[src/hdl/soc_pkg.sv]
`default_nettype none

package soc_pkg;

    typedef logic [31:0] addr_t;
    typedef logic [31:0] data_t;
    typedef logic [3:0]  strb_t;
    typedef logic [7:0]  byte_t;

    typedef enum logic [1:0] {
        TGT_RAM   = 2'd0,
        TGT_UART  = 2'd1,
        TGT_CLINT = 2'd2,
        TGT_NONE  = 2'd3
    } target_e;

    // **************************************************
    // address map, limits are inclusive.
    // **************************************************
    localparam addr_t RAM_BASE    = 32'h0000_0000;
    localparam addr_t RAM_LIMIT   = 32'h0000_0FFF;
    localparam addr_t CLINT_BASE  = 32'h0200_0000;
    localparam addr_t CLINT_LIMIT = 32'h0200_00FF;
    localparam addr_t UART_BASE   = 32'h1000_0000;
    localparam addr_t UART_LIMIT  = 32'h1000_00FF;

    localparam addr_t UART_TX_OFS   = 32'h0;
    localparam addr_t UART_RX_OFS   = 32'h4;
    localparam addr_t UART_STAT_OFS = 32'h8;

    localparam addr_t CLINT_MTIME_OFS    = 32'h0;
    localparam addr_t CLINT_MTIMECMP_OFS = 32'h4;

    // merges the strobed bytes of new_word into old_word.
    function automatic data_t apply_strb(data_t old_word, data_t new_word, strb_t strb);
        data_t merged;
        merged = old_word;
        for (int i = 0; i < 4; i++) begin
            if (strb[i]) begin
                merged[8*i +: 8] = new_word[8*i +: 8];
            end
        end
        return merged;
    endfunction

endpackage

`default_nettype wire

[src/hdl/mem_bus_if.sv]
`timescale 1ns/1ps
`default_nettype none

interface mem_bus_if;
    import soc_pkg::*;

    // request channel, req_addr is already relative to the target window.
    logic  req_valid;
    logic  req_ready;
    addr_t req_addr;
    logic  req_write;
    data_t req_wdata;
    strb_t req_strb;

    // response channel.
    logic  rsp_valid;
    logic  rsp_ready;
    data_t rsp_rdata;

    modport master (
        output req_valid, req_addr, req_write, req_wdata, req_strb, rsp_ready,
        input  req_ready, rsp_valid, rsp_rdata
    );

    modport slave (
        input  req_valid, req_addr, req_write, req_wdata, req_strb, rsp_ready,
        output req_ready, rsp_valid, rsp_rdata
    );

endinterface

`default_nettype wire

[src/hdl/clint_timer.sv]
`timescale 1ns/1ps
`default_nettype none

module clint_timer (
    input  wire      clock,
    input  wire      rst_n_i,
    mem_bus_if.slave bus,
    output logic     timer_irq_o
);
    import soc_pkg::*;

    data_t mtime;
    data_t mtimecmp;
    logic  req_fire;
    logic  wr_mtime;
    logic  wr_cmp;

    assign bus.req_ready = !bus.rsp_valid;
    assign req_fire      = bus.req_valid && bus.req_ready;
    assign wr_mtime      = req_fire && bus.req_write && (bus.req_addr == CLINT_MTIME_OFS);
    assign wr_cmp        = req_fire && bus.req_write && (bus.req_addr == CLINT_MTIMECMP_OFS);

    // **************************************************
    // timer registers
    // **************************************************
    always_ff @(posedge clock or negedge rst_n_i) begin
        if (!rst_n_i) begin
            mtime       <= '0;
            mtimecmp    <= '1; // keeps the interrupt off until programmed.
            timer_irq_o <= 1'b0;
        end else begin
            if (wr_mtime) begin
                mtime <= apply_strb(mtime, bus.req_wdata, bus.req_strb);
            end else begin
                mtime <= mtime + 1'b1;
            end
            if (wr_cmp) begin
                mtimecmp <= apply_strb(mtimecmp, bus.req_wdata, bus.req_strb);
            end
            timer_irq_o <= (mtime >= mtimecmp);
        end
    end

    always_ff @(posedge clock or negedge rst_n_i) begin
        if (!rst_n_i) begin
            bus.rsp_valid <= 1'b0;
        end else if (req_fire) begin
            bus.rsp_valid <= 1'b1;
        end else if (bus.rsp_ready) begin
            bus.rsp_valid <= 1'b0;
        end
    end

    // read data is sampled when the request is taken.
    always_ff @(posedge clock) begin
        if (req_fire) begin
            if (bus.req_write) begin
                bus.rsp_rdata <= '0;
            end else begin
                case (bus.req_addr)
                    CLINT_MTIME_OFS:    bus.rsp_rdata <= mtime;
                    CLINT_MTIMECMP_OFS: bus.rsp_rdata <= mtimecmp;
                    default:            bus.rsp_rdata <= '0;
                endcase
            end
        end
    end

endmodule

`default_nettype wire

[src/flat_wrapper.sv]
// flat-port wrapper written by rule: the top's interface ports become plain ports
module clint_timer_flat import soc_pkg::*;
  (clock, rst_n_i, timer_irq_o, bus_req_valid, bus_req_addr, bus_req_write, bus_req_wdata, bus_req_strb, bus_rsp_ready, bus_req_ready, bus_rsp_valid, bus_rsp_rdata);
  mem_bus_if bus_i ();
  input  wire clock;
  input  wire rst_n_i;
  output logic timer_irq_o;
  input wire logic [$bits(bus_i.req_valid)-1:0] bus_req_valid;
  input wire logic [$bits(bus_i.req_addr)-1:0] bus_req_addr;
  input wire logic [$bits(bus_i.req_write)-1:0] bus_req_write;
  input wire logic [$bits(bus_i.req_wdata)-1:0] bus_req_wdata;
  input wire logic [$bits(bus_i.req_strb)-1:0] bus_req_strb;
  input wire logic [$bits(bus_i.rsp_ready)-1:0] bus_rsp_ready;
  output wire logic [$bits(bus_i.req_ready)-1:0] bus_req_ready;
  output wire logic [$bits(bus_i.rsp_valid)-1:0] bus_rsp_valid;
  output wire logic [$bits(bus_i.rsp_rdata)-1:0] bus_rsp_rdata;
  assign bus_i.req_valid = bus_req_valid;
  assign bus_i.req_addr = bus_req_addr;
  assign bus_i.req_write = bus_req_write;
  assign bus_i.req_wdata = bus_req_wdata;
  assign bus_i.req_strb = bus_req_strb;
  assign bus_i.rsp_ready = bus_rsp_ready;
  assign bus_req_ready = bus_i.req_ready;
  assign bus_rsp_valid = bus_i.rsp_valid;
  assign bus_rsp_rdata = bus_i.rsp_rdata;
  clint_timer u_core (.clock(clock), .rst_n_i(rst_n_i), .bus(bus_i), .timer_irq_o(timer_irq_o));
endmodule
[config.mk]
export PLATFORM = sky130hd
export DESIGN_NAME = clint_timer_flat
export DESIGN_NICKNAME = d
export VERILOG_FILES = /design/src/hdl/soc_pkg.sv /design/src/hdl/mem_bus_if.sv /design/src/hdl/clint_timer.sv /design/src/flat_wrapper.sv
export SDC_FILE = /design/constraint.sdc
export NUM_CORES = 1
export LEC_CHECK = 0
export BUFFER_PORTS_ARGS = -buffer_cell sky130_fd_sc_hd__buf_2
export CORE_UTILIZATION = 40
export DETAILED_ROUTE_END_ITERATION = 10
export GPL_TIMING_DRIVEN = 0
export HOLD_SLACK_MARGIN = 0.06
export SYNTH_ARGS = -nofsm -noshare
export SYNTH_HDL_FRONTEND = slang
export SYNTH_SLANG_ARGS = --single-unit
[constraint.sdc]
create_clock -name clock -period 9.7 [get_ports clock]
set_input_delay 1.94 -clock clock [delete_from_list [all_inputs] [get_ports clock]]
set_output_delay 1.94 -clock clock [all_outputs]
set_load 0.02 [all_outputs]
# Word level (Yosys, flattened, before mapping)

Cells that the tools add are included.

Register bits: 98
Input bits: 73
Output and inout port bits: 35
Logic and storage cells: 37

Add/subtract/negate cells: 1
Order comparisons: 1
Eq/ne operators: 5
Mux-type cells: 8
Reduce and logical (&&, ||, !) cells: 11

Operators with widths:

| operator                                       | count |
|---|---|
| one-hot mux 32 bit (2 select lines)            | 1 |
| adder 32 x 1 -> 32 bit, second input constant  | 1 |
| == test 32 x 3 -> 1 bit, second input constant | 1 |
| >= comparator 32 bit                           | 1 |
| logical NOT 32 bit                             | 1 |
| 2-to-1 mux 32 bit                              | 1 |
| 2-to-1 mux 8 bit                               | 4 |
| != test 2 bit, second input constant           | 4 |
| AND reduction 2 bit                            | 4 |
| logical AND 1 bit                              | 4 |
| 2-to-1 mux 1 bit                               | 2 |
| nonzero test 2 bit                             | 1 |
| logical NOT 1 bit                              | 1 |

# Logic depth before layout (Yosys ltp)

Depth in word-level cells: 5
Mapped depth: 8
Gate-level depth less buffers: 7

# Least setup slack after synthesis

Ideal clock, no wire load.

Kind: input port to flip-flop
Start: input port bus_req_valid
End: register u_core.mtime[26]
Library setup time: 0.124 ns
Arrival time: 4.904 ns
Required time: 9.576 ns
Path slack: 4.673 ns
Stages: 5
Buffers on the path: 0
Cell sequence: nor2b_1 nand3_1 or3_1 mux2_1 a211o_1

Longest elaborated chain between the ends: 4
Elaborated cells on any way between the ends: 5
Classes of those cells: eq/ne: 1; mux: 1; reduce/logical: 3

RTL lines:

| element                                                                    | RTL line          | text |
|---|---|---|
| start, declared                                                            | flat_wrapper.sv:8 | `input wire logic [$bits(bus_i.req_valid)-1:0] bus_req_valid;` |
| logical AND 1 bit (*)                                                      | clint_timer.sv:19 | `assign req_fire = bus.req_valid && bus.req_ready;` |
| logical AND 1 bit (*) (2 in series)                                        | clint_timer.sv:20 | `assign wr_mtime = req_fire && bus.req_write && (bus.req_addr == CLINT_MTIME_OFS);` |
| != test 2 bit (no source line) / 2-to-1 mux 32 bit (equally long branches) | n/a               |  |
| end signal, assigned                                                       | clint_timer.sv:33 | `mtime <= apply_strb(mtime, bus.req_wdata, bus.req_strb);` |
| end signal, assigned                                                       | clint_timer.sv:35 | `mtime <= mtime + 1'b1;` |
| end, declared                                                              | clint_timer.sv:12 | `data_t mtime;` |

Every way passes the cells marked *; elsewhere a longest branch is shown, timed or not.
A chain may end at the register's enable or synchronous reset.

# Worst setup path after layout

Start: input port bus_req_addr[6]
End: register u_core.bus.rsp_rdata[1], data pin

Longest elaborated chain between the ends: 2
Elaborated cells on any way between the ends: 3
Classes of those cells: eq/ne: 1; mux: 1; reduce/logical: 1

RTL lines:

| element                                                              | RTL line          | text |
|---|---|---|
| start, declared                                                      | flat_wrapper.sv:9 | `input wire logic [$bits(bus_i.req_addr)-1:0] bus_req_addr;` |
| == test 32 x 3 -> 1 bit / logical NOT 32 bit (equally long branches) | clint_timer.sv:60 | `case (bus.req_addr)` |
| one-hot mux 32 bit (2 select lines) (*)                              | clint_timer.sv:60 |  |
| end signal, assigned                                                 | clint_timer.sv:61 | `CLINT_MTIME_OFS: bus.rsp_rdata <= mtime;` |
| end signal, assigned                                                 | clint_timer.sv:62 | `CLINT_MTIMECMP_OFS: bus.rsp_rdata <= mtimecmp;` |
| end, declared                                                        | mem_bus_if.sv:27  | `output req_ready, rsp_valid, rsp_rdata` |

Marked as above.

==> results.yml <==
cts:
  postCtsSetupBuffers: 0
  cts_tree: "yes"
  cts.sinks: 98
  cts_max_path_buffers: 2
  postCtsHoldBufs: 0
  numCtsBuffers: 9
  post_cts_resized: 0
  clock-root-buffer: "clkbuf_16"
  clk_pin_slew_worst_paths_ns: 0.07
  clk-insertion-delay-late_ns: 0.36
  htreeDepth: 3
drt:
  wl_met1_um: 6840
  drc_errors: 0
  firstDrtPassIters: 5
  wl_met3_um: 1020
  drt_iter0_drc: 246
  routedWlPerCell_um: 18.1
  vias: 4853
  vias_per_cell: 5.74
  routed.top_layer: "met4"
  ant_nets: 0
  totalWireLength_um: 15300
  met2_length_um: 7230
synth:
  synth_top_area_cell: "edfxtp_1"
  avgSynthCellArea_um2: 10.7
  ys_seq_area_share_pct: 45.7
  yosys-top-cells-area: "edfxtp_1 17%, dfrtp_1 15%, dfstp_2 14%"
  synth_nets: 650
  ys_ff_latch: 98
  synth_cells: 544
  ys_types: 50
  synth_ff_type: "dfrtp_1"
  synth-edff-count: 32
  synthMostInstantiatedCell: "inv_1"
  synth_commonest_cells: "50 x inv_1, 44 x nor2_1, 34 x dfrtp_1, 33 x ha_1"
  netlist_area_mm2: 0.00581
  synthArstFlopShare_pct: 67.3
  yosysWarnings: 0
  synth_top_area_share_pct: 16.5
floorplanning:
  die_h_um: 123
  die_w_um: 123
  placementRows: 43
  start_util_pct: 41.4
  dieArea_mm2: 0.0150
  pin_count: 108
  core_mm2: 0.0140
grt:
  grt_max_degree: 67
  grt_pass1_vias: 4740
  overflow: 0
  grt_pass1_wl_um: 24800
  global_route.usage.total_pct: 21.9
  antenna_found_initial: 0
timing:
  setup_viol: 0
  finClkSkew_ns: 0.00722
  hold_violations: 0
  fin_crit_sh_pct: 42.4
  holdWs_ns: 0.503
  slew-limit-headroom_pct: 32.6
  tightest_slew_ns: 1.00
  report.final.slew_viol_count: 0
  rsz0062_at_grt: "false"
  tns_ns: 0
  period_needed_ns: 4.11
  max_freq_mhz: 243
pwr:
  peakVddDrop_mv: 0.0808
  p_leak_uw: 0.00288
  power_density_mw_per_mm2: 130
worst_setup_path:
  cp.buffers_inverters: 2
  cp-end-kind: "flop"
  crit_path_max_fanout: 10
  cp_data_arrival_time_ns: 4.34
  path_class: "in -> reg"
  path_cells: "buf_2 -> nor4_2 -> nand4_2 -> nor3_1 -> clkbuf_1 -> a22oi_1 -> nor2_1"
  slowest_stage: "nor3_1"
  required_ns: 9.92
  path_delay_family: "simple AND/OR/NAND/NOR gates"
  start_kind: "input pin"
  max_stage_delay_ns: 0.81
status:
  status: "finished clean"
cells_and_area:
  layout-drive-gt1-share_pct: 28.4
  diodes: 0
  final_cells: 845
  syn_to_final_growth_pct: 19.0
  layout.nets: 766
placement:
  routabilityCongestion: 0.831
  dp_hpwl_um: 11600
  io_buffers: 104
  place_inst: 829
job:
  cap_violations: 0
hold_path:
  hp-class: "reg -> reg"
## placed cells by master, fill, tap and decap left out, types with 3 or more instances in the layout
cell type and instances:
nor4_2 8, mux2_1 31, dfstp_2 32, o221a_2 7, o21a_1 5, clkbuf_1 13
and3_1 10, clkbuf_16 9, nand2_1 22, nor3_1 15, a211oi_1 9, o211a_1 4
o221a_1 3, edfxtp_1 32, nand3_4 4, a21oi_1 15, nor4_1 6, o21ai_0 9
mux2_2 6, o32ai_1 4, a41oi_1 3, a21o_1 12, dfrtp_1 34, nand3_1 21
a22oi_1 32, and4_1 7, inv_1 50, ha_1 33, nand4_1 13, buf_2 110
nor2_1 44, or3_1 11, a211o_1 3, mux2i_1 14, o22a_1 3
## path summary, 6_finish.rpt
check | start | slack (ns) | to | cells past startpoint
max | bus_req_addr[6] | 5.59 | u_core.bus.rsp_rdata[1] | 7
min | u_core.mtimecmp[10] | 0.50 | u_core.mtimecmp[10] | 2
max reg2reg | u_core.bus.rsp_valid | 6.97 | u_core.mtime[16] | 7
min reg2reg | u_core.mtimecmp[10] | 0.50 | u_core.mtimecmp[10] | 2
max in group asynchronous | rst_n_i | 7.43 | u_core.mtime[29] | 1
min in group asynchronous | rst_n_i | 1.69 | u_core.bus.rsp_valid | 1
## tightest hold or removal path: stages (launching register included)
cell and delay, ns:
dfstp_2 0.37, inv_1 0.06, mux2i_1 0.07
## stage by stage
step	power [µW]	utilization [%]	setup WS (ns)	area, µm²
2_1_floorplan	474	-	4.67	5810
3_3_place_gp	511	46.7	3.41	6560
3_5_place_dp	515	46.9	5.27	6590
4_1_cts	904	49.2	5.64	6910
5_1_grt	924	49.2	5.42	6910
6_report	896	49.2	5.59	6910
## metal layers
layer	GRT usage, %	vias up
met5	0	-
met4	7.62	0
met3	4.37	18
met2	35.0	179
met1	29.3	2361
li1	-	2295
## where the power goes
part / internal [µW] / leakage [µW] / total (µW) / switching, µW
sequential: 438 / 0.00104 / 440 / 2.31
clock: 226 / 0.000151 / 390 / 164
combinational: 22.1 / 0.00168 / 65.8 / 43.7
## kinds of logic (layout without fill, tap and decap cells)
group           Yosys count  after routing  synth area share, %
compound gates          121            121                 15.9
fa+ha+maj                33             33                 7.11
buf+inv                  72            193                 4.80
flops                    98             98                 45.7
mux                      51             51                 9.58
simple gates            169            169                 16.9
## cell type report
cell class | count | area [µm²]
sequential | 98 | 2650
clock inverter | 7 | 93.8
clock buffer | 9 | 225
timing repair buffer | 105 | 551
multi-input combinational | 374 | 2890
tap | 180 | 225
buffer | 22 | 91.3
fill | 1296 | 7130
inverter | 50 | 188
## sequential cells by signal, summed over array words and instances (netlist names)
name and count:
u_core.bus.rsp_rdata 32, u_core.timer_irq_o 1, u_core.mtime 32, u_core.mtimecmp 32, u_core.bus.rsp_valid 1
No activity file was read; power rests on OpenSTA's default activity.
