File: src/hdl/soc_pkg.sv
`default_nettype none

package soc_pkg;

    typedef logic [31:0] addr_t;
    typedef logic [31:0] data_t;
    typedef logic [3:0]  strb_t;
    typedef logic [7:0]  byte_t;

    typedef enum logic [1:0] {
        TGT_RAM   = 2'd0,
        TGT_UART  = 2'd1,
        TGT_CLINT = 2'd2,
        TGT_NONE  = 2'd3
    } target_e;

    // **************************************************
    // address map, limits are inclusive.
    // **************************************************
    localparam addr_t RAM_BASE    = 32'h0000_0000;
    localparam addr_t RAM_LIMIT   = 32'h0000_0FFF;
    localparam addr_t CLINT_BASE  = 32'h0200_0000;
    localparam addr_t CLINT_LIMIT = 32'h0200_00FF;
    localparam addr_t UART_BASE   = 32'h1000_0000;
    localparam addr_t UART_LIMIT  = 32'h1000_00FF;

    localparam addr_t UART_TX_OFS   = 32'h0;
    localparam addr_t UART_RX_OFS   = 32'h4;
    localparam addr_t UART_STAT_OFS = 32'h8;

    localparam addr_t CLINT_MTIME_OFS    = 32'h0;
    localparam addr_t CLINT_MTIMECMP_OFS = 32'h4;

    // merges the strobed bytes of new_word into old_word.
    function automatic data_t apply_strb(data_t old_word, data_t new_word, strb_t strb);
        data_t merged;
        merged = old_word;
        for (int i = 0; i < 4; i++) begin
            if (strb[i]) begin
                merged[8*i +: 8] = new_word[8*i +: 8];
            end
        end
        return merged;
    endfunction

endpackage

`default_nettype wire

File: src/hdl/mem_bus_if.sv
`timescale 1ns/1ps
`default_nettype none

interface mem_bus_if;
    import soc_pkg::*;

    // request channel, req_addr is already relative to the target window.
    logic  req_valid;
    logic  req_ready;
    addr_t req_addr;
    logic  req_write;
    data_t req_wdata;
    strb_t req_strb;

    // response channel.
    logic  rsp_valid;
    logic  rsp_ready;
    data_t rsp_rdata;

    modport master (
        output req_valid, req_addr, req_write, req_wdata, req_strb, rsp_ready,
        input  req_ready, rsp_valid, rsp_rdata
    );

    modport slave (
        input  req_valid, req_addr, req_write, req_wdata, req_strb, rsp_ready,
        output req_ready, rsp_valid, rsp_rdata
    );

endinterface

`default_nettype wire

File: src/hdl/uart_regs.sv
`timescale 1ns/1ps
`default_nettype none

module uart_regs (
    input  wire                 clock,
    input  wire                 rst_n_i,
    mem_bus_if.slave            bus,
    output logic                uart_tx_valid_o,
    output soc_pkg::byte_t      uart_tx_ch_o,
    input  wire                 uart_rx_valid_i,
    input  wire soc_pkg::byte_t uart_rx_ch_i
);
    import soc_pkg::*;

    logic  req_fire;
    logic  tx_write;
    logic  rx_read;
    logic  rx_full;
    byte_t rx_hold;

    assign bus.req_ready = !bus.rsp_valid;
    assign req_fire      = bus.req_valid && bus.req_ready;
    assign tx_write      = req_fire && bus.req_write && (bus.req_addr == UART_TX_OFS);
    assign rx_read       = req_fire && !bus.req_write && (bus.req_addr == UART_RX_OFS);

    // **************************************************
    // control state
    // **************************************************
    always_ff @(posedge clock or negedge rst_n_i) begin
        if (!rst_n_i) begin
            bus.rsp_valid   <= 1'b0;
            uart_tx_valid_o <= 1'b0;
            rx_full         <= 1'b0;
        end else begin
            uart_tx_valid_o <= tx_write; // single cycle pulse per write.
            if (req_fire) begin
                bus.rsp_valid <= 1'b1;
            end else if (bus.rsp_ready) begin
                bus.rsp_valid <= 1'b0;
            end
            // a new character wins over a read in the same cycle.
            if (uart_rx_valid_i) begin
                rx_full <= 1'b1;
            end else if (rx_read) begin
                rx_full <= 1'b0;
            end
        end
    end

    // **************************************************
    // data path
    // **************************************************
    always_ff @(posedge clock) begin
        if (tx_write) begin
            uart_tx_ch_o <= bus.req_wdata[7:0];
        end
        if (uart_rx_valid_i) begin
            rx_hold <= uart_rx_ch_i;
        end
        if (req_fire) begin
            bus.rsp_rdata <= '0;
            if (!bus.req_write) begin
                case (bus.req_addr)
                    UART_RX_OFS:   bus.rsp_rdata <= data_t'(rx_hold);
                    UART_STAT_OFS: bus.rsp_rdata <= data_t'(rx_full);
                    default:       bus.rsp_rdata <= '0;
                endcase
            end
        end
    end

endmodule

`default_nettype wire

File: src/flat_wrapper.sv
// flat-port wrapper written by rule: the top's interface ports become plain ports
module uart_regs_flat import soc_pkg::*;
  (clock, rst_n_i, uart_tx_valid_o, uart_tx_ch_o, uart_rx_valid_i, uart_rx_ch_i, bus_req_valid, bus_req_addr, bus_req_write, bus_req_wdata, bus_req_strb, bus_rsp_ready, bus_req_ready, bus_rsp_valid, bus_rsp_rdata);
  mem_bus_if bus_i ();
  input  wire clock;
  input  wire rst_n_i;
  output logic uart_tx_valid_o;
  output soc_pkg::byte_t uart_tx_ch_o;
  input  wire uart_rx_valid_i;
  input  wire soc_pkg::byte_t uart_rx_ch_i;
  input wire logic [$bits(bus_i.req_valid)-1:0] bus_req_valid;
  input wire logic [$bits(bus_i.req_addr)-1:0] bus_req_addr;
  input wire logic [$bits(bus_i.req_write)-1:0] bus_req_write;
  input wire logic [$bits(bus_i.req_wdata)-1:0] bus_req_wdata;
  input wire logic [$bits(bus_i.req_strb)-1:0] bus_req_strb;
  input wire logic [$bits(bus_i.rsp_ready)-1:0] bus_rsp_ready;
  output wire logic [$bits(bus_i.req_ready)-1:0] bus_req_ready;
  output wire logic [$bits(bus_i.rsp_valid)-1:0] bus_rsp_valid;
  output wire logic [$bits(bus_i.rsp_rdata)-1:0] bus_rsp_rdata;
  assign bus_i.req_valid = bus_req_valid;
  assign bus_i.req_addr = bus_req_addr;
  assign bus_i.req_write = bus_req_write;
  assign bus_i.req_wdata = bus_req_wdata;
  assign bus_i.req_strb = bus_req_strb;
  assign bus_i.rsp_ready = bus_rsp_ready;
  assign bus_req_ready = bus_i.req_ready;
  assign bus_rsp_valid = bus_i.rsp_valid;
  assign bus_rsp_rdata = bus_i.rsp_rdata;
  uart_regs u_core (.clock(clock), .rst_n_i(rst_n_i), .bus(bus_i), .uart_tx_valid_o(uart_tx_valid_o), .uart_tx_ch_o(uart_tx_ch_o), .uart_rx_valid_i(uart_rx_valid_i), .uart_rx_ch_i(uart_rx_ch_i));
endmodule
File: config.mk
export PLATFORM = sky130hd
export DESIGN_NAME = uart_regs_flat
export DESIGN_NICKNAME = d
export VERILOG_FILES = /design/src/hdl/soc_pkg.sv /design/src/hdl/mem_bus_if.sv /design/src/hdl/uart_regs.sv /design/src/flat_wrapper.sv
export SDC_FILE = /design/constraint.sdc
export NUM_CORES = 1
export LEC_CHECK = 0
export ABC_CLOCK_PERIOD_IN_PS = 3000
export BUFFER_PORTS_ARGS = -buffer_cell sky130_fd_sc_hd__buf_4
export CORE_AREA = 2 2 60 62
export CTS_CLUSTER_DIAMETER = 100
export DETAILED_ROUTE_END_ITERATION = 6
export DIE_AREA = 0 0 62 64
export HOLD_SLACK_MARGIN = 0.02
export PLACE_DENSITY = 0.9
export SYNTH_ARGS = -nofsm -noshare
export SYNTH_HDL_FRONTEND = slang
export SYNTH_SLANG_ARGS = --single-unit
File: constraint.sdc
create_clock -name clock -period 3 [get_ports clock]
set_input_delay 0.6 -clock clock [delete_from_list [all_inputs] [get_ports clock]]
set_output_delay 0.6 -clock clock [all_outputs]
set_load 0.005 [all_outputs]
; Word level (Yosys, flattened, before mapping)
; Index checks and enable logic that the tools add are counted.
[totals]
ff_bits = 51
wordCells = 23
[classes]
n_eq_ne = 2
mux = 5
reduce_logical = 10
[op_table]
columns = op, n
row1 = $eq A32 B3 Y1 const B, 1
row2 = $eq A32 B4 Y1 const B, 1
row3 = $logic_not A32 Y1, 1
row4 = $pmux W8 S2, 1
row5 = $logic_and A1 B1 Y1, 5
row6 = $mux W1, 4
row7 = $reduce_bool A2 Y1, 2
row8 = $logic_not A1 Y1, 2

; Longest topological paths before layout
; Gate-level depths: netlist of the first run.
[logic_depth]
depth_word = 6
depth_mapped = 4
depth_no_buf = 4

; Worst setup path before layout of the first run
; OpenSTA, ideal clock, no wires.
[synth_path]
path_type = input-to-reg
startpoint = input port bus_req_addr[28]
endpoint = register u_core.uart_tx_ch_o[0], enable pin
setup_ns = 0.336
arrival_ns = 1.614
required_ns = 2.664
path_slack_ns = 1.050
cell_stages = 4
path_buffers = 0
cell_sequence = nor4_1 nand4_1 nor3_1 and4b_1
[synth_between]
elab_chain_len = 2
[synth_rtl]
columns = element, line_no
row1 = from (decl), flat_wrapper.sv:12  ; input wire logic [$bits(bus_i.req_addr)-1:0] bus_req_addr;
row2 = $logic_not A32 Y1, uart_regs.sv:23  ; assign tx_write = req_fire && bus.req_write && (bus.req_addr == UART_TX_OFS);
row3 = $logic_and A1 B1 Y1, uart_regs.sv:23
row4 = named net u_core.tx_write, uart_regs.sv:16  ; logic tx_write;
row5 = to (signal assigned), uart_regs.sv:55  ; uart_tx_ch_o <= bus.req_wdata[7:0];
row6 = to (decl), uart_regs.sv:9  ; output soc_pkg::byte_t uart_tx_ch_o,
; The timed path passes the listed nets, and every way through them passes these cells.
; A chain may end at the register's enable or synchronous reset.

; Worst setup path in the final report of the first run
[layout_path]
startpoint = input port bus_req_addr[7]
endpoint = register u_core.uart_tx_ch_o[1], enable pin
; Same word-level chain as after synthesis.

==> impl_metrics.toml, run 1 <==
[run_status]
status = "completed"

[grt]
grt_pass1_vias = 801
grt_usage_pct = 13.5
grt_pass1_wl_um = 3790
grt_max_degree = 15
overflow = 0
antenna_found_initial = 0

[sta]
layout_min_cycle_time_ps = 1990
finalSetupViolCount = 0
skew_ps = 4.84
hold_viol_final = 0
rsz0062_at_grt = "no"
drv_slew = 0
min_period_over_period_pct = 66.5
finalSetupTns_ps = 0
timing.hold.ws_ps = 45.2
max_freq_ghz = 0.501

[pwr]
cellLeakagePower_nw = 0.777
ir_drop_uv = 155
pwr_density_cell_mw_per_mm2 = 398

[clock_tree]
worstSkewPairLatency_ps = 320
cts-resized-gates = 0
cts-root-buf = "clkbuf_4"
ctsLongestPathBuffers = 2
cts_sinks = 27
holdBufCountCts = 0
cts_tree = "yes"
cts_setup_buffers = 0
htreeDepth = 1
numCtsBuffers = 3
path_clk_slew_ps = 130

[job]
cap_violations = 0

[floorplanning]
core_mm2 = 0.00328
rows = 21
fp.dieH_um = 64
pin_count = 125
dieWidth_um = 62
die_area_mm2 = 0.00397
initial_core_util_pct = 36.1

[detailed_routing]
wire_per_inst_um = 13.3
wirelength_um = 2740
vias = 861
ant_nets = 0
dr.pass1.iters = 4
drc = 0
vias_per_cell = 4.18
drt_iter0_drc = 27

[critical_path]
worstPathCellList = "buf_4 -> nor4_1 -> nand4_1 -> nor3_1 -> and4b_1"
cp_data_arrival_time_ps = 1990
crit_slowest_cell = "and4b_1"
end_kind = "flop"
slowest_delay_ps = 440
timing.rr.start = "u_core.bus.rsp_valid"
rr_worst_depth = 4
crit_type = "input pin to flop"
critPathRequiredTime_ps = 3000
worstSetupStartpointType = "input pin"
critPathMaxFanout = 9
reg2reg_to = "u_core.uart_tx_ch_o[1]"
reg2reg_slack_ps = 1350

[synth]
synth_area_mm2 = 0.00118
synthArstFlopShare_pct = 11.1
avgSynthCellArea_um2 = 13.9
synthFlopType = "edfxtp_1"
synth-edff-count = 24
yosysSeqAreaShare_pct = 67.2
synth_top_cell_area_share_pct = 60.8
synth_cell_types = 18
synth_seq_cells = 27
ys_warn_count = 0
netlist_instances = 85
synth_top_area_cell = "edfxtp_1"
synthTopCellsByArea = "edfxtp_1, buf_4, dfrtp_1, and2_1, nor4_1"

[finish]
antennaDiodeCount = 0
fillers = 285
final_nets = 243
final_cells = 206
final_cell_mix = "buf_4, conb_1, edfxtp_1"
drive_gt1_share_pct = 48.1
layout_commonest_cell = "buf_4"
syn2layout_area_growth_pct = 44.8

[worst_hold_path]
hold_class = "input pin to asynchronous set/reset pin"

[placed_design]
hpwl_um = 2390
gp_congestion = 0.707
portBuffers = 72
dp_cells = 202
kinds of logic after synthesis:
family                 count (synthesis)  synth area share, %
other                                  1                0.316
buffers and inverters                 27                 16.2
AO/OA/AOI/OAI                          3                 1.37
flip-flops                            27                 67.2
AND/OR/NAND/NOR                       27                 15.0
layer usage:
metal	part of all wire (%)	vias to the layer above	wire [um]	GRT usage (%)
met5	0	-	0	0
met4	3.1	0	85	6.38
met3	14	10	376	5.26
met2	50	63	1360	22.3
met1	33	382	914	14.5
li1	-	406	-	-
cell type report:
type                       instances  area (um^2)  area share (%)
sequential                        27          796            46.4
timing repair buffer              72          541            31.5
inverter                           3         11.3           0.656
clock buffer                       4         26.3            1.53
multi-input combinational         54          284            16.6
tap                               46         57.6            3.36
where the power goes:
part	internal (mW)	switching, mW	total (mW)	leakage, nW
registers	0.428	0.00511	0.433	0.262
logic	0.0599	0.0405	0.100	0.500
clock network	0.0521	0.0963	0.148	0.0150
total	0.540	0.142	0.682	0.777
critical path: cells and delay by family:
| family | cells | cell delay (ps) |
|---|---|---|
| simple gates | 4 | 1270 |
| buf+inv | 1 | 120 |
worst max path at each step:
stage	from	to	slack, ps	cells after the start
after global placement	bus_req_addr[5]	u_core.uart_tx_ch_o[6]	750	5
final	bus_req_addr[7]	u_core.uart_tx_ch_o[1]	1010	5
after floorplan	bus_req_addr[28]	u_core.uart_tx_ch_o[0]	1050	4
after CTS	bus_req_addr[7]	u_core.uart_tx_ch_o[1]	1020	5
after detailed placement	bus_req_addr[7]	u_core.uart_tx_ch_o[1]	670	5
after global routing	bus_req_addr[7]	u_core.uart_tx_ch_o[6]	820	5
synthesized netlist by cell type, drive strengths merged, types with 2 or more instances:
cell type  number
dfrtp           3
edfxtp         24
nand2           2
nand4           2
nor2            4
inv             3
and2            7
nor4            9
buf            24
flip-flops by register name, summed over array words and instances (netlist names):
signal and cells:
u_core.bus.rsp_rdata 8, u_core.bus.rsp_valid 1, u_core.rx_full 1, u_core.rx_hold 8, u_core.uart_tx_ch_o 8, u_core.uart_tx_valid_o 1
per-stage QoR:
stage	cell area [um^2]	utilization, %	worst slack, ps	total power [mW]
2_1_floorplan	1270	-	1050	0.483
3_3_place_gp	1690	51.4	747	0.537
3_5_place_dp	1690	51.4	669	0.542
4_1_cts	1720	52.2	1020	0.687
5_1_grt	1720	52.2	818	0.708
6_report	1720	52.2	1010	0.682
Note: power is estimated with default switching activity, not from simulation.
==> inputs of run 2 (changes only) <==
--- a/config.mk
+++ b/config.mk
@@ -5,14 +5,15 @@
 export SDC_FILE = /design/constraint.sdc
 export NUM_CORES = 1
 export LEC_CHECK = 0
-export ABC_CLOCK_PERIOD_IN_PS = 3000
+export ABC_AREA = 1
+export ABC_CLOCK_PERIOD_IN_PS = 2000
 export BUFFER_PORTS_ARGS = -buffer_cell sky130_fd_sc_hd__buf_4
-export CORE_AREA = 2 2 60 62
+export CORE_AREA = 2 2 64 66
 export CTS_CLUSTER_DIAMETER = 100
 export DETAILED_ROUTE_END_ITERATION = 6
-export DIE_AREA = 0 0 62 64
+export DIE_AREA = 0 0 66 68
 export HOLD_SLACK_MARGIN = 0.02
-export PLACE_DENSITY = 0.9
+export PLACE_DENSITY = 0.86
 export SYNTH_ARGS = -nofsm -noshare
 export SYNTH_HDL_FRONTEND = slang
 export SYNTH_SLANG_ARGS = --single-unit
==> constraint.sdc (replaced) <==
create_clock -name clock -period 2 [get_ports clock]
set_input_delay 0.4 -clock clock [delete_from_list [all_inputs] [get_ports clock]]
set_output_delay 0.4 -clock clock [all_outputs]
set_load 0.005 [all_outputs]
==> impl_metrics.toml, run 2 <==
[finish]
fillers = 360
antennaDiodeCount = 0
final_nets = 281
fin_util_pct = 49.5
drive_gt1_share_pct = 49.0
reg.largest.list = "u_core.bus.rsp_rdata (8), u_core.rx_hold (8), u_core.uart_tx_ch_o (8)"
syn2layout_area_growth_pct = 42.7
final_cell_mix = "buf_4, conb_1, edfxtp_1"
layout_commonest_cell = "buf_4"

[clock_tree]
cts_sinks = 27
cts-root-buf = "clkbuf_8"
path_clk_slew_ps = 90
numCtsBuffers = 3
worstSkewPairLatency_ps = 270
cts_tree = "yes"
cts_setup_buffers = 0
cts-resized-gates = 0
htreeDepth = 1
ctsLongestPathBuffers = 2

[detailed_routing]
ant_nets = 0
dr.pass1.iters = 4
drt_iter0_drc = 16
drc = 0
wire_per_inst_um = 9.75
vias_per_cell = 3.79
wirelength_um = 2420
vias = 940

[pwr]
ir_drop_uv = 190
pwr_density_cell_mw_per_mm2 = 577
cellLeakagePower_nw = 0.882

[synth]
synthArstFlopShare_pct = 11.1
netlist_top_cells_count = "buf_4, edfxtp_1, nor2_1"
synth_seq_cells = 27
synth_top_cell_area_share_pct = 53.8
synth_top_area_cell = "edfxtp_1"
netlist_instances = 121
avgSynthCellArea_um2 = 11.1
synthFlopType = "edfxtp_1"
yosysSeqAreaShare_pct = 59.4
synth_area_mm2 = 0.00134
synth-edff-count = 24
synth_cell_types = 17
synthTopCellsByArea = "edfxtp_1, buf_4, nor3_2, dfrtp_1, nor2_1"
ys_warn_count = 0

[floorplanning]
rows = 23
die_area_mm2 = 0.00449
fp.dieH_um = 68
initial_core_util_pct = 34.7
pin_count = 125
dieWidth_um = 66
core_mm2 = 0.00386

[critical_path]
cp_data_arrival_time_ps = 1360
crit_type = "input pin to flop"
end_kind = "flop"
critPathMaxFanout = 9
worstSetupStartpointType = "input pin"
critPathRequiredTime_ps = 1980

[sta]
hold_viol_final = 0
max_freq_ghz = 0.723
min_period_over_period_pct = 69.1
rsz0062_at_grt = "no"
skew_ps = 6.26
drv_slew = 0
finalSetupTns_ps = 0
layout_min_cycle_time_ps = 1380
finalSetupViolCount = 0

[placed_design]
portBuffers = 72
hpwl_um = 1990
gp_congestion = 0.662

[grt]
overflow = 0
antenna_found_initial = 0
grt_pass1_vias = 844
grt_max_degree = 15
grt_pass1_wl_um = 3490
grt_usage_pct = 10.2

[job]
cap_violations = 0

[run_status]
status = "completed"

[worst_hold_path]
hold_class = "input pin to flop"
run 2: cell types whose count changed in the layout (fill, tap and decap cells not counted), moves of 2 or more:
cell	previous run	this run
and2_1	7	0
clkbuf_4	3	0
clkbuf_8	0	3
inv_1	3	12
inv_2	0	3
nand2_1	2	13
nand2_2	0	2
nand3_1	0	2
nor2_1	4	18
nor2_2	0	5
nor2_4	0	2
nor3_2	0	8
nor4_1	7	0
run 2: cell families (layout without fill, tap and decap cells):
| kind of cell | count (synthesis) | after routing | synth area share (%) |
|---|---|---|---|
| other | 1 | 24 | 0.280 |
| flip-flops | 27 | 27 | 59.4 |
| buffers and inverters | 39 | 93 | 17.7 |
| AO/OA/AOI/OAI | 1 | 1 | 0.373 |
| AND/OR/NAND/NOR | 53 | 53 | 22.2 |
run 2: metal layers:
layer	wire [um]	share of wire [%]	GRT usage (%)	vias up
met5	0	0	0	-
met4	21	0.87	4.59	0
met3	207	8.6	1.81	3
met2	1290	53	18.2	45
met1	897	37	12.0	400
li1	-	-	-	492
run 2: per-stage QoR:
stage,cell area (um^2),hold slack [ps],power (mW),cells,setup slack (ps)
5_1_grt,1910,293,1.15,248,498
6_report,1910,304,1.10,248,618
3_3_place_gp,1860,191,0.816,243,356
4_1_cts,1910,303,1.11,248,600
3_5_place_dp,1860,192,0.821,243,314
2_1_floorplan,1430,104,0.739,144,359
run 2: final timing paths:
check | from | slack (ps) | depth (start not counted) | end
max reg2reg | u_core.bus.rsp_valid | 710 | 6 | u_core.uart_tx_ch_o[1]
min | bus_req_wdata[4] | 300 | 1 | u_core.uart_tx_ch_o[4]
max in group asynchronous | rst_n_i | 1460 | 2 | u_core.rx_full
max | bus_req_addr[21] | 620 | 9 | u_core.uart_tx_ch_o[1]
min in group asynchronous | rst_n_i | 450 | 2 | u_core.uart_tx_valid_o
min reg2reg | u_core.rx_full | 480 | 2 | u_core.rx_full
run 2: what timing repair did:
action,in CTS,in global routing
endpoints found under the setup margin,0,0
hold endpoints to repair,3,0
hold buffers,1,0
run 2: power by group:
part	internal, mW	leakage (nW)	switching (mW)
clock	0.142	0.0228	0.152
sequential	0.642	0.262	0.00749
combinational	0.0946	0.597	0.0631
total	0.879	0.882	0.223
run 2: critical path, stage by stage:
cell and delay, ps:
buf_4 110, nor2_1 100, nand2_1 60, nor2_1 130, nand2_2 110, nor2_2 110
inv_1 60, nor3_2 90, buf_4 210
run 2: area by class of cell:
type / instances / area, um^2 / area share (%)
Tap cell: 50 / 62.6 / 3.27
Sequential cell: 27 / 796 / 41.7
Inverter: 15 / 56.3 / 2.95
Clock buffer: 4 / 45.0 / 2.36
Timing Repair Buffer: 74 / 558 / 29.2
Multi-Input combinational cell: 78 / 393 / 20.6
