## src/hdl/soc_pkg.sv

```systemverilog
`default_nettype none

package soc_pkg;

    typedef logic [31:0] addr_t;
    typedef logic [31:0] data_t;
    typedef logic [3:0]  strb_t;
    typedef logic [7:0]  byte_t;

    typedef enum logic [1:0] {
        TGT_RAM   = 2'd0,
        TGT_UART  = 2'd1,
        TGT_CLINT = 2'd2,
        TGT_NONE  = 2'd3
    } target_e;

    // **************************************************
    // address map, limits are inclusive.
    // **************************************************
    localparam addr_t RAM_BASE    = 32'h0000_0000;
    localparam addr_t RAM_LIMIT   = 32'h0000_0FFF;
    localparam addr_t CLINT_BASE  = 32'h0200_0000;
    localparam addr_t CLINT_LIMIT = 32'h0200_00FF;
    localparam addr_t UART_BASE   = 32'h1000_0000;
    localparam addr_t UART_LIMIT  = 32'h1000_00FF;

    localparam addr_t UART_TX_OFS   = 32'h0;
    localparam addr_t UART_RX_OFS   = 32'h4;
    localparam addr_t UART_STAT_OFS = 32'h8;

    localparam addr_t CLINT_MTIME_OFS    = 32'h0;
    localparam addr_t CLINT_MTIMECMP_OFS = 32'h4;

    // merges the strobed bytes of new_word into old_word.
    function automatic data_t apply_strb(data_t old_word, data_t new_word, strb_t strb);
        data_t merged;
        merged = old_word;
        for (int i = 0; i < 4; i++) begin
            if (strb[i]) begin
                merged[8*i +: 8] = new_word[8*i +: 8];
            end
        end
        return merged;
    endfunction

endpackage

`default_nettype wire

```

## src/hdl/mem_bus_if.sv

```systemverilog
`timescale 1ns/1ps
`default_nettype none

interface mem_bus_if;
    import soc_pkg::*;

    // request channel, req_addr is already relative to the target window.
    logic  req_valid;
    logic  req_ready;
    addr_t req_addr;
    logic  req_write;
    data_t req_wdata;
    strb_t req_strb;

    // response channel.
    logic  rsp_valid;
    logic  rsp_ready;
    data_t rsp_rdata;

    modport master (
        output req_valid, req_addr, req_write, req_wdata, req_strb, rsp_ready,
        input  req_ready, rsp_valid, rsp_rdata
    );

    modport slave (
        input  req_valid, req_addr, req_write, req_wdata, req_strb, rsp_ready,
        output req_ready, rsp_valid, rsp_rdata
    );

endinterface

`default_nettype wire

```

## src/hdl/bus_xbar.sv

```systemverilog
`timescale 1ns/1ps
`default_nettype none

module bus_xbar (
    input  wire                 clock,
    input  wire                 rst_n_i,
    input  wire                 req_valid_i,
    output logic                req_ready_o,
    input  wire soc_pkg::addr_t req_addr_i,
    input  wire                 req_write_i,
    input  wire soc_pkg::data_t req_wdata_i,
    input  wire soc_pkg::strb_t req_strb_i,
    output logic                rsp_valid_o,
    input  wire                 rsp_ready_i,
    output soc_pkg::data_t      rsp_rdata_o,
    output logic                rsp_err_o,
    mem_bus_if.master           tgt_ram,
    mem_bus_if.master           tgt_uart,
    mem_bus_if.master           tgt_clint
);
    import soc_pkg::*;

    typedef enum logic [1:0] {IDLE, ISSUE, WAIT_RSP, RESPOND} state_e;

    state_e  state_q;
    state_e  state_d;
    target_e dec_sel;
    target_e sel_q;
    addr_t   dec_ofs;
    addr_t   addr_q;
    logic    write_q;
    data_t   wdata_q;
    strb_t   strb_q;
    data_t   rdata_q;
    logic    err_q;
    logic    accept;
    logic    tgt_req_ready;
    logic    tgt_rsp_valid;
    data_t   tgt_rsp_rdata;

    // **************************************************
    // address decode
    // **************************************************
    always_comb begin
        dec_sel = TGT_NONE;
        dec_ofs = req_addr_i;
        if (req_addr_i >= RAM_BASE && req_addr_i <= RAM_LIMIT) begin
            dec_sel = TGT_RAM;
            dec_ofs = req_addr_i - RAM_BASE;
        end else if (req_addr_i >= UART_BASE && req_addr_i <= UART_LIMIT) begin
            dec_sel = TGT_UART;
            dec_ofs = req_addr_i - UART_BASE;
        end else if (req_addr_i >= CLINT_BASE && req_addr_i <= CLINT_LIMIT) begin
            dec_sel = TGT_CLINT;
            dec_ofs = req_addr_i - CLINT_BASE;
        end
    end

    assign req_ready_o = (state_q == IDLE);
    assign accept      = req_valid_i && req_ready_o;

    // handshake signals of the selected target.
    always_comb begin
        case (sel_q)
            TGT_RAM: begin
                tgt_req_ready = tgt_ram.req_ready;
                tgt_rsp_valid = tgt_ram.rsp_valid;
                tgt_rsp_rdata = tgt_ram.rsp_rdata;
            end
            TGT_UART: begin
                tgt_req_ready = tgt_uart.req_ready;
                tgt_rsp_valid = tgt_uart.rsp_valid;
                tgt_rsp_rdata = tgt_uart.rsp_rdata;
            end
            TGT_CLINT: begin
                tgt_req_ready = tgt_clint.req_ready;
                tgt_rsp_valid = tgt_clint.rsp_valid;
                tgt_rsp_rdata = tgt_clint.rsp_rdata;
            end
            default: begin
                tgt_req_ready = 1'b0;
                tgt_rsp_valid = 1'b0;
                tgt_rsp_rdata = '0;
            end
        endcase
    end

    // **************************************************
    // transaction FSM
    // **************************************************
    always_comb begin
        state_d = state_q;
        case (state_q)
            IDLE: begin
                if (accept) begin
                    state_d = (dec_sel == TGT_NONE) ? RESPOND : ISSUE;
                end
            end
            ISSUE: begin
                if (tgt_req_ready) state_d = WAIT_RSP;
            end
            WAIT_RSP: begin
                if (tgt_rsp_valid) state_d = RESPOND;
            end
            RESPOND: begin
                if (rsp_ready_i) state_d = IDLE;
            end
            default: state_d = IDLE;
        endcase
    end

    always_ff @(posedge clock or negedge rst_n_i) begin
        if (!rst_n_i) begin
            state_q <= IDLE;
            sel_q   <= TGT_NONE;
            err_q   <= 1'b0;
        end else begin
            state_q <= state_d;
            if (accept) begin
                sel_q <= dec_sel;
                err_q <= (dec_sel == TGT_NONE); // unmapped address.
            end
        end
    end

    always_ff @(posedge clock) begin
        if (accept) begin
            addr_q  <= dec_ofs;
            write_q <= req_write_i;
            wdata_q <= req_wdata_i;
            strb_q  <= req_strb_i;
            rdata_q <= '0; // an error response returns zero.
        end else if (state_q == WAIT_RSP && tgt_rsp_valid) begin
            rdata_q <= tgt_rsp_rdata;
        end
    end

    assign rsp_valid_o = (state_q == RESPOND);
    assign rsp_rdata_o = rdata_q;
    assign rsp_err_o   = err_q;

    // **************************************************
    // target request fan-out
    // **************************************************
    assign tgt_ram.req_valid   = (state_q == ISSUE) && (sel_q == TGT_RAM);
    assign tgt_ram.req_addr    = addr_q;
    assign tgt_ram.req_write   = write_q;
    assign tgt_ram.req_wdata   = wdata_q;
    assign tgt_ram.req_strb    = strb_q;
    assign tgt_ram.rsp_ready   = (state_q == WAIT_RSP) && (sel_q == TGT_RAM);

    assign tgt_uart.req_valid  = (state_q == ISSUE) && (sel_q == TGT_UART);
    assign tgt_uart.req_addr   = addr_q;
    assign tgt_uart.req_write  = write_q;
    assign tgt_uart.req_wdata  = wdata_q;
    assign tgt_uart.req_strb   = strb_q;
    assign tgt_uart.rsp_ready  = (state_q == WAIT_RSP) && (sel_q == TGT_UART);

    assign tgt_clint.req_valid = (state_q == ISSUE) && (sel_q == TGT_CLINT);
    assign tgt_clint.req_addr  = addr_q;
    assign tgt_clint.req_write = write_q;
    assign tgt_clint.req_wdata = wdata_q;
    assign tgt_clint.req_strb  = strb_q;
    assign tgt_clint.rsp_ready = (state_q == WAIT_RSP) && (sel_q == TGT_CLINT);

endmodule

`default_nettype wire

```

## src/flat_wrapper.sv

```systemverilog
// flat-port wrapper written by rule: the top's interface ports become plain ports
module bus_xbar_flat import soc_pkg::*;
  (clock, rst_n_i, req_valid_i, req_ready_o, req_addr_i, req_write_i, req_wdata_i, req_strb_i, rsp_valid_o, rsp_ready_i, rsp_rdata_o, rsp_err_o, tgt_ram_req_valid, tgt_ram_req_addr, tgt_ram_req_write, tgt_ram_req_wdata, tgt_ram_req_strb, tgt_ram_rsp_ready, tgt_ram_req_ready, tgt_ram_rsp_valid, tgt_ram_rsp_rdata, tgt_uart_req_valid, tgt_uart_req_addr, tgt_uart_req_write, tgt_uart_req_wdata, tgt_uart_req_strb, tgt_uart_rsp_ready, tgt_uart_req_ready, tgt_uart_rsp_valid, tgt_uart_rsp_rdata, tgt_clint_req_valid, tgt_clint_req_addr, tgt_clint_req_write, tgt_clint_req_wdata, tgt_clint_req_strb, tgt_clint_rsp_ready, tgt_clint_req_ready, tgt_clint_rsp_valid, tgt_clint_rsp_rdata);
  mem_bus_if tgt_ram_i ();
  mem_bus_if tgt_uart_i ();
  mem_bus_if tgt_clint_i ();
  input  wire clock;
  input  wire rst_n_i;
  input  wire req_valid_i;
  output logic req_ready_o;
  input  wire soc_pkg::addr_t req_addr_i;
  input  wire req_write_i;
  input  wire soc_pkg::data_t req_wdata_i;
  input  wire soc_pkg::strb_t req_strb_i;
  output logic rsp_valid_o;
  input  wire rsp_ready_i;
  output soc_pkg::data_t rsp_rdata_o;
  output logic rsp_err_o;
  output wire logic [$bits(tgt_ram_i.req_valid)-1:0] tgt_ram_req_valid;
  output wire logic [$bits(tgt_ram_i.req_addr)-1:0] tgt_ram_req_addr;
  output wire logic [$bits(tgt_ram_i.req_write)-1:0] tgt_ram_req_write;
  output wire logic [$bits(tgt_ram_i.req_wdata)-1:0] tgt_ram_req_wdata;
  output wire logic [$bits(tgt_ram_i.req_strb)-1:0] tgt_ram_req_strb;
  output wire logic [$bits(tgt_ram_i.rsp_ready)-1:0] tgt_ram_rsp_ready;
  input wire logic [$bits(tgt_ram_i.req_ready)-1:0] tgt_ram_req_ready;
  input wire logic [$bits(tgt_ram_i.rsp_valid)-1:0] tgt_ram_rsp_valid;
  input wire logic [$bits(tgt_ram_i.rsp_rdata)-1:0] tgt_ram_rsp_rdata;
  output wire logic [$bits(tgt_uart_i.req_valid)-1:0] tgt_uart_req_valid;
  output wire logic [$bits(tgt_uart_i.req_addr)-1:0] tgt_uart_req_addr;
  output wire logic [$bits(tgt_uart_i.req_write)-1:0] tgt_uart_req_write;
  output wire logic [$bits(tgt_uart_i.req_wdata)-1:0] tgt_uart_req_wdata;
  output wire logic [$bits(tgt_uart_i.req_strb)-1:0] tgt_uart_req_strb;
  output wire logic [$bits(tgt_uart_i.rsp_ready)-1:0] tgt_uart_rsp_ready;
  input wire logic [$bits(tgt_uart_i.req_ready)-1:0] tgt_uart_req_ready;
  input wire logic [$bits(tgt_uart_i.rsp_valid)-1:0] tgt_uart_rsp_valid;
  input wire logic [$bits(tgt_uart_i.rsp_rdata)-1:0] tgt_uart_rsp_rdata;
  output wire logic [$bits(tgt_clint_i.req_valid)-1:0] tgt_clint_req_valid;
  output wire logic [$bits(tgt_clint_i.req_addr)-1:0] tgt_clint_req_addr;
  output wire logic [$bits(tgt_clint_i.req_write)-1:0] tgt_clint_req_write;
  output wire logic [$bits(tgt_clint_i.req_wdata)-1:0] tgt_clint_req_wdata;
  output wire logic [$bits(tgt_clint_i.req_strb)-1:0] tgt_clint_req_strb;
  output wire logic [$bits(tgt_clint_i.rsp_ready)-1:0] tgt_clint_rsp_ready;
  input wire logic [$bits(tgt_clint_i.req_ready)-1:0] tgt_clint_req_ready;
  input wire logic [$bits(tgt_clint_i.rsp_valid)-1:0] tgt_clint_rsp_valid;
  input wire logic [$bits(tgt_clint_i.rsp_rdata)-1:0] tgt_clint_rsp_rdata;
  assign tgt_ram_req_valid = tgt_ram_i.req_valid;
  assign tgt_ram_req_addr = tgt_ram_i.req_addr;
  assign tgt_ram_req_write = tgt_ram_i.req_write;
  assign tgt_ram_req_wdata = tgt_ram_i.req_wdata;
  assign tgt_ram_req_strb = tgt_ram_i.req_strb;
  assign tgt_ram_rsp_ready = tgt_ram_i.rsp_ready;
  assign tgt_ram_i.req_ready = tgt_ram_req_ready;
  assign tgt_ram_i.rsp_valid = tgt_ram_rsp_valid;
  assign tgt_ram_i.rsp_rdata = tgt_ram_rsp_rdata;
  assign tgt_uart_req_valid = tgt_uart_i.req_valid;
  assign tgt_uart_req_addr = tgt_uart_i.req_addr;
  assign tgt_uart_req_write = tgt_uart_i.req_write;
  assign tgt_uart_req_wdata = tgt_uart_i.req_wdata;
  assign tgt_uart_req_strb = tgt_uart_i.req_strb;
  assign tgt_uart_rsp_ready = tgt_uart_i.rsp_ready;
  assign tgt_uart_i.req_ready = tgt_uart_req_ready;
  assign tgt_uart_i.rsp_valid = tgt_uart_rsp_valid;
  assign tgt_uart_i.rsp_rdata = tgt_uart_rsp_rdata;
  assign tgt_clint_req_valid = tgt_clint_i.req_valid;
  assign tgt_clint_req_addr = tgt_clint_i.req_addr;
  assign tgt_clint_req_write = tgt_clint_i.req_write;
  assign tgt_clint_req_wdata = tgt_clint_i.req_wdata;
  assign tgt_clint_req_strb = tgt_clint_i.req_strb;
  assign tgt_clint_rsp_ready = tgt_clint_i.rsp_ready;
  assign tgt_clint_i.req_ready = tgt_clint_req_ready;
  assign tgt_clint_i.rsp_valid = tgt_clint_rsp_valid;
  assign tgt_clint_i.rsp_rdata = tgt_clint_rsp_rdata;
  bus_xbar u_core (.clock(clock), .rst_n_i(rst_n_i), .req_valid_i(req_valid_i), .req_ready_o(req_ready_o), .req_addr_i(req_addr_i), .req_write_i(req_write_i), .req_wdata_i(req_wdata_i), .req_strb_i(req_strb_i), .rsp_valid_o(rsp_valid_o), .rsp_ready_i(rsp_ready_i), .rsp_rdata_o(rsp_rdata_o), .rsp_err_o(rsp_err_o), .tgt_ram(tgt_ram_i), .tgt_uart(tgt_uart_i), .tgt_clint(tgt_clint_i));
endmodule
```

## config.mk

```make
export PLATFORM = sky130hd
export DESIGN_NAME = bus_xbar_flat
export DESIGN_NICKNAME = d
export VERILOG_FILES = /design/src/hdl/soc_pkg.sv /design/src/hdl/mem_bus_if.sv /design/src/hdl/bus_xbar.sv /design/src/flat_wrapper.sv
export SDC_FILE = /design/constraint.sdc
export NUM_CORES = 1
export LEC_CHECK = 0
export BUFFER_PORTS_ARGS = -buffer_cell sky130_fd_sc_hd__buf_4
export CORE_AREA = 5 5 163 165
export DETAILED_ROUTE_END_ITERATION = 12
export DIE_AREA = 0 0 168 170
export GPL_TIMING_DRIVEN = 0
export SYNTH_ARGS = -nofsm -noshare
export SYNTH_HDL_FRONTEND = slang
export SYNTH_SLANG_ARGS = --single-unit
```

## constraint.sdc

```tcl
create_clock -name clock -period 6.04 [get_ports clock]
set_clock_uncertainty 0.05 [all_clocks]
set_input_delay 0.302 -clock clock [delete_from_list [all_inputs] [get_ports clock]]
set_output_delay 0.302 -clock clock [all_outputs]
set_load 0.05 [all_outputs]
```

* Word-level counts from Yosys, hierarchy flattened
Index checks and enable logic that the tools add are counted.
Word-level totals: flip-flop bits (word level) 106, input port bits 175, output and inout bits 248, word-level logic and storage cells 55
Operators by class: add/sub/neg operators 2, order comparisons 6, equality and inequality tests 10, mux-type cells 15, reduce and logical (&&, ||, !) cells 14
Operator list (count):
- $mux 32 | 3
- $pmux 32 s3 | 1
- $ge 32x1->1 const B | 1
- $ge 32x26->1 const B | 1
- $ge 32x29->1 const B | 1
- $le 32x12->1 const B | 1
- $le 32x26->1 const B | 1
- $le 32x29->1 const B | 1
- $sub 32x26->32 const B | 1
- $sub 32x29->32 const B | 1
- $mux 2 | 7
- $logic_and 1x1->1 | 11
- $eq 2x2->1 const B | 4
- $pmux 2 s4 | 1
- $ne 2x1->1 const B | 3
- $pmux 1 s3 | 2
- $eq 2x1->1 const B | 2
- $logic_not 2->1 | 2
- $reduce_and 4->1 | 1
- $ne 2x2->1 const B | 1
- $mux 1 | 1

* Logic depth before layout (Yosys ltp)
depth after elaboration 9, depth in mapped cells 9, gate-level depth less buffers 8

* Worst setup path before layout
Ideal clock, no wire load.
path kind register to register, start point reg u_core.state_q[0], end point reg u_core.addr_q[0] (netlist: u_core.tgt_clint.req_addr[0]) (enable), library setup time 460 ps, data arrival time 3487 ps, data required time 5530 ps, path slack 2042 ps, stages on the path, launching flop included 6, buffers on the path 1, clock period less this slack 3998 ps, cell sequence dfrtp_1 -> inv_1 -> ha_1 -> nand2_1 -> clkinv_1 -> clkbuf_1
Between the ends: longest elaborated chain between the ends 2
RTL lines:
- start, declared | RTL line bus_xbar.sv:25 | state_e state_q;
- start signal, assigned | RTL line bus_xbar.sv:118 | state_q <= state_d;
- $logic_not 2->1 | RTL line bus_xbar.sv:59 | assign req_ready_o = (state_q == IDLE);
- via req_ready_o | RTL line flat_wrapper.sv:10 | output logic req_ready_o;
- $logic_and 1x1->1 | RTL line bus_xbar.sv:60 | assign accept = req_valid_i && req_ready_o;
- via u_core.accept | RTL line bus_xbar.sv:36 | logic accept;
- end signal, assigned | RTL line bus_xbar.sv:128 | addr_q <= dec_ofs;
- end, declared | RTL line bus_xbar.sv:30 | addr_t addr_q;
The timed path passes the listed nets, and every way through them passes these cells. A chain may end at the register's enable or synchronous reset.

* Worst setup path after layout
start point reg u_core.sel_q[1], end point out tgt_uart_req_valid
Between the ends: longest elaborated chain between the ends 2
RTL lines:
- start, declared | RTL line bus_xbar.sv:28 | target_e sel_q;
- start signal, assigned | RTL line bus_xbar.sv:120 | sel_q <= dec_sel;
- $eq 2x1->1 | RTL line bus_xbar.sv:152 | assign tgt_uart.req_valid = (state_q == ISSUE) && (sel_q == TGT_UART);
- $logic_and 1x1->1 | RTL line bus_xbar.sv:152
- end, declared | RTL line flat_wrapper.sv:28 | output wire logic [$bits(tgt_uart_i.req_valid)-1:0] tgt_uart_req_valid;
No other way between the ends.

==> results by group <==
Layout
  – Antenna diode count: 0
  – P&R area growth vs syn: 69.7%
  – Post-route cell area: 9520 um2
  – Layout cells sized above 1: 0.604
  – Fin nets: 1154
  – Filler cell count: 2539
  – Non-Filler Instances: 1305

Power
  – Leak Pwr: about 4.6 nW
  – Clock share of power: 0.138
  – Max VDD drop: 0.187 mV
  – Seq pwr share: 0.271
  – Pwr per Cell Area: 441 nW/um2
  – P_int: approximately 2.1 mW
  – Combinational share of power: 0.591
  – Sw frac: 0.500
  – Net Sw Power: approximately 2.1 mW

Drt
  – Drt total wl: between 20000 and 25000 um
  – Drt wl/cell: around 17 um
  – Drt drc: 0
  – Via count: ~5400
  – Antenna-violating nets left: 0
  – Starting DRT DRC Count: between 150 and 200
  – Routed vias/inst: approximately 4.1
  – First-pass iteration count of the detailed router: 4

Timing
  – Tcrit/Tclk final: 0.471
  – Slew Limit Fails: 0
  – Final min period: between 2000 and 3000 ps
  – Hold Fails Final Rpt: 0
  – RSZ-0062 raised after global routing: false
  – Final worst slack: around 3200 ps
  – Final Setup Violations: 0
  – TNS Setup: 0 ps
  – Fmax achieved: approximately 0.35 GHz
  – Worst slew pin tran: approximately 850 ps
  – Relative slew slack: 0.433
  – Worst hold slack: about 76 ps

Global routing
  – Global-route wire length before repair: roughly 32000 um
  – Overflow after GRT: 0
  – Vias in the first global route: 5307
  – GRT Total Usage: 0.146
  – Pin count of the biggest net entering global routing: 48
  – Initial antenna violation count: 0

Clock network
  – CTS Buf Count: 9
  – Clock tree sinks: ~110
  – CTS Root Buffer Type: clkbuf_16
  – Clock Latency Late Sink: 350 ps
  – Clock Tree Buf Depth: 2
  – Clock transition at the registers of the reported paths: roughly 80 ps
  – H-tree depth reported by CTS: 3
  – CTS tree: built

Critical path
  – Critical path type: reg -> out
  – CP max stage delay: around 640 ps
  – Crit-path cells: buf_1 -> clkbuf_1 -> and3b_1 -> buf_4
  – Critical Path RT: 5690 ps
  – CP max FO: 10
  – Kind of end point of the critical path: output pin
  – Setup crit start kind: flip-flop
  – WP data arrival: 2500 ps
  – CP max-delay cell: buf_1

Run
  – MaxCap Viol Count: 0

Placement
  – Pre-CTS setup slack: between 3000 and 4000 ps
  – DPL Wire Length: between 15000 and 20000 um
  – Gp weighted congestion: around 0.8
  – IO buf count: ~420
  – Post-Place Cells: roughly 1300
  – Post-Place Cell Area: 9220 um2

Die
  – IO Pins: around 420
  – Row cnt: 58
  – Die area: ~29000 um2
  – Initial Utilization: 0.225
  – Die Ht: between 150 and 200 um
  – Die X: about 170 um
  – Core Footprint: approximately 25000 um2

Synthesis
  – Yosys warning count: 0
  – #FFs+latches synth: ~110
  – Ys flop type: edfxtp_1
  – Post-synth net total: roughly 700
  – Mux share of post-synthesis cell area: 0.0651
  – Main combinational cell family by area after synthesis: buffers and inverters
  – Library cells used by synthesis: 45
  – Most area-hungry cell type in the Yosys netlist: edfxtp_1
  – Post-synth EDFFs: slightly below 70
  – Synth async-reset ratio: 0.0472
  – Cell Area, Synth: around 5600 um2
  – Synth Instances: ~540
  – Post-Synth Simple-Gate Area: 0.121
  – Register area share after synthesis: 0.506
  – Area share of the largest cell type after synthesis: 0.369
  – Avg Cell Area, Syn: around 10 um2
  – Post-synthesis xor/xnor area fraction: 0.00156
  – Post-synthesis adder-cell area fraction: 0.0201
  – Post-synthesis compound-gate area fraction: 0.0769
  – Top cells by area, synth: edfxtp_1 37%, buf_4 18%, dfxtp_1 11%, mux2i_1 6.2%, nor2_1 3.4%

Hold path
  – Min-Delay Path Class: in -> reg

Outcome
  – Status: complete, no violations
## synthesized netlist by cell type, drive strengths merged, types with 3 or more instances
library cell / instances
mux2i: 35
nand2: 34
nor3b: 3
a21oi: 9
dfrtp: 3
nand3: 6
ha: 9
clkbuf: 16
nand4: 6
o21ai: 13
and2: 4
dfxtp: 32
a211oi: 24
buf: 146
edfxtp: 69
nor4: 6
inv: 10
nor3: 27
nor2: 51
## final timing paths
| check | to | start | depth (start not counted) | slack (ps) |
|---|---|---|---|---|
| setup / recovery | tgt_uart_req_valid | u_core.sel_q[1] | 4 | 3190 |
| hold / removal | u_core.tgt_clint.req_wdata[17] | req_wdata_i[17] | 1 | 80 |
| setup reg to reg | u_core.rsp_rdata_o[6] | u_core.sel_q[1] | 8 | 3560 |
| hold reg to reg | u_core.rsp_rdata_o[9] | u_core.rsp_rdata_o[9] | 2 | 410 |
| max in group asynchronous | u_core.sel_q[0] | rst_n_i | 2 | 5490 |
| min in group asynchronous | u_core.state_q[0] | rst_n_i | 2 | 250 |
## power groups by stage
stage	Combinational, mW	Clock, mW	Sequential (mW)
floorplan	1.16	0	1.69
global placement	2.49	0	1.16
detailed placement	2.51	0	1.15
CTS	2.51	0.605	1.14
global route	2.62	0.633	1.16
finish	2.48	0.580	1.14
## layout by cell type, fill, tap and decap left out, types with 9 or more instances in the layout
cell type,instances
nor2_1,51
clkbuf_1,15
inv_1,10
clkbuf_16,9
o21ai_0,13
mux2i_1,35
nand2_1,34
ha_1,9
nor3_1,27
a21oi_1,9
edfxtp_1,69
a211oi_1,24
dfxtp_1,32
buf_4,560
## cells by family after synthesis
| logic type | after synthesis |
|---|---|
| AO/OA/AOI/OAI | 63 |
| XOR/XNOR | 1 |
| adder cells (fa/ha/maj) | 9 |
| buffers and inverters | 173 |
| flip-flops | 106 |
| multiplexers | 36 |
| AND/OR/NAND/NOR | 147 |
## registers in the layout (all words and copies together) (netlist names)
register and flops:
u_core.rsp_rdata_o 32, u_core.tgt_clint.req_addr 32, u_core.tgt_clint.req_wdata 32, u_core.tgt_clint.req_strb 4, u_core.sel_q 2, u_core.state_q 2
u_core.rsp_err_o 1, u_core.tgt_clint.req_write 1
## cell type report
class	instances	area [um2]	area share
plain buffers	162	1140	0.119
clock buffers	9	225	0.0237
clock inverters	7	61.3	0.00644
inverters	11	41.3	0.00434
multi-input cells	256	1600	0.168
flip-flops and latches	106	2840	0.298
well taps	330	413	0.0434
repair buffers	424	3210	0.337
## critical path, delay by kind of cell, from the launching register on
family,cells,cell delay [ps]
DFF,1,570
buffers and inverters,3,1330
and+or+nand+nor,1,250
## layer usage
layer | up-vias | track usage | part of all wire
li1 | 2599 | - | -
met1 | 2470 | 0.166 | 0.39
met2 | 264 | 0.266 | 0.51
met3 | 18 | 0.0467 | 0.085
met4 | 0 | 0.0332 | 0.013
met5 | - | 0 | 0
## what timing repair did
action / 4_1_cts / 5_1_grt
setup buffers: 0 / 0
hold buffers: 1 / 0
endpoints found under the hold margin: 5 / 0
resized for setup: 0 / 0
## per-stage QoR
stage,power (mW),util
final,4.20,0.382
after global routing,4.41,0.382
after CTS,4.26,0.382
after detailed placement,3.66,0.371
after global placement,3.65,0.369
after floorplan,2.85,-
Power figures use the tool's default switching activity.
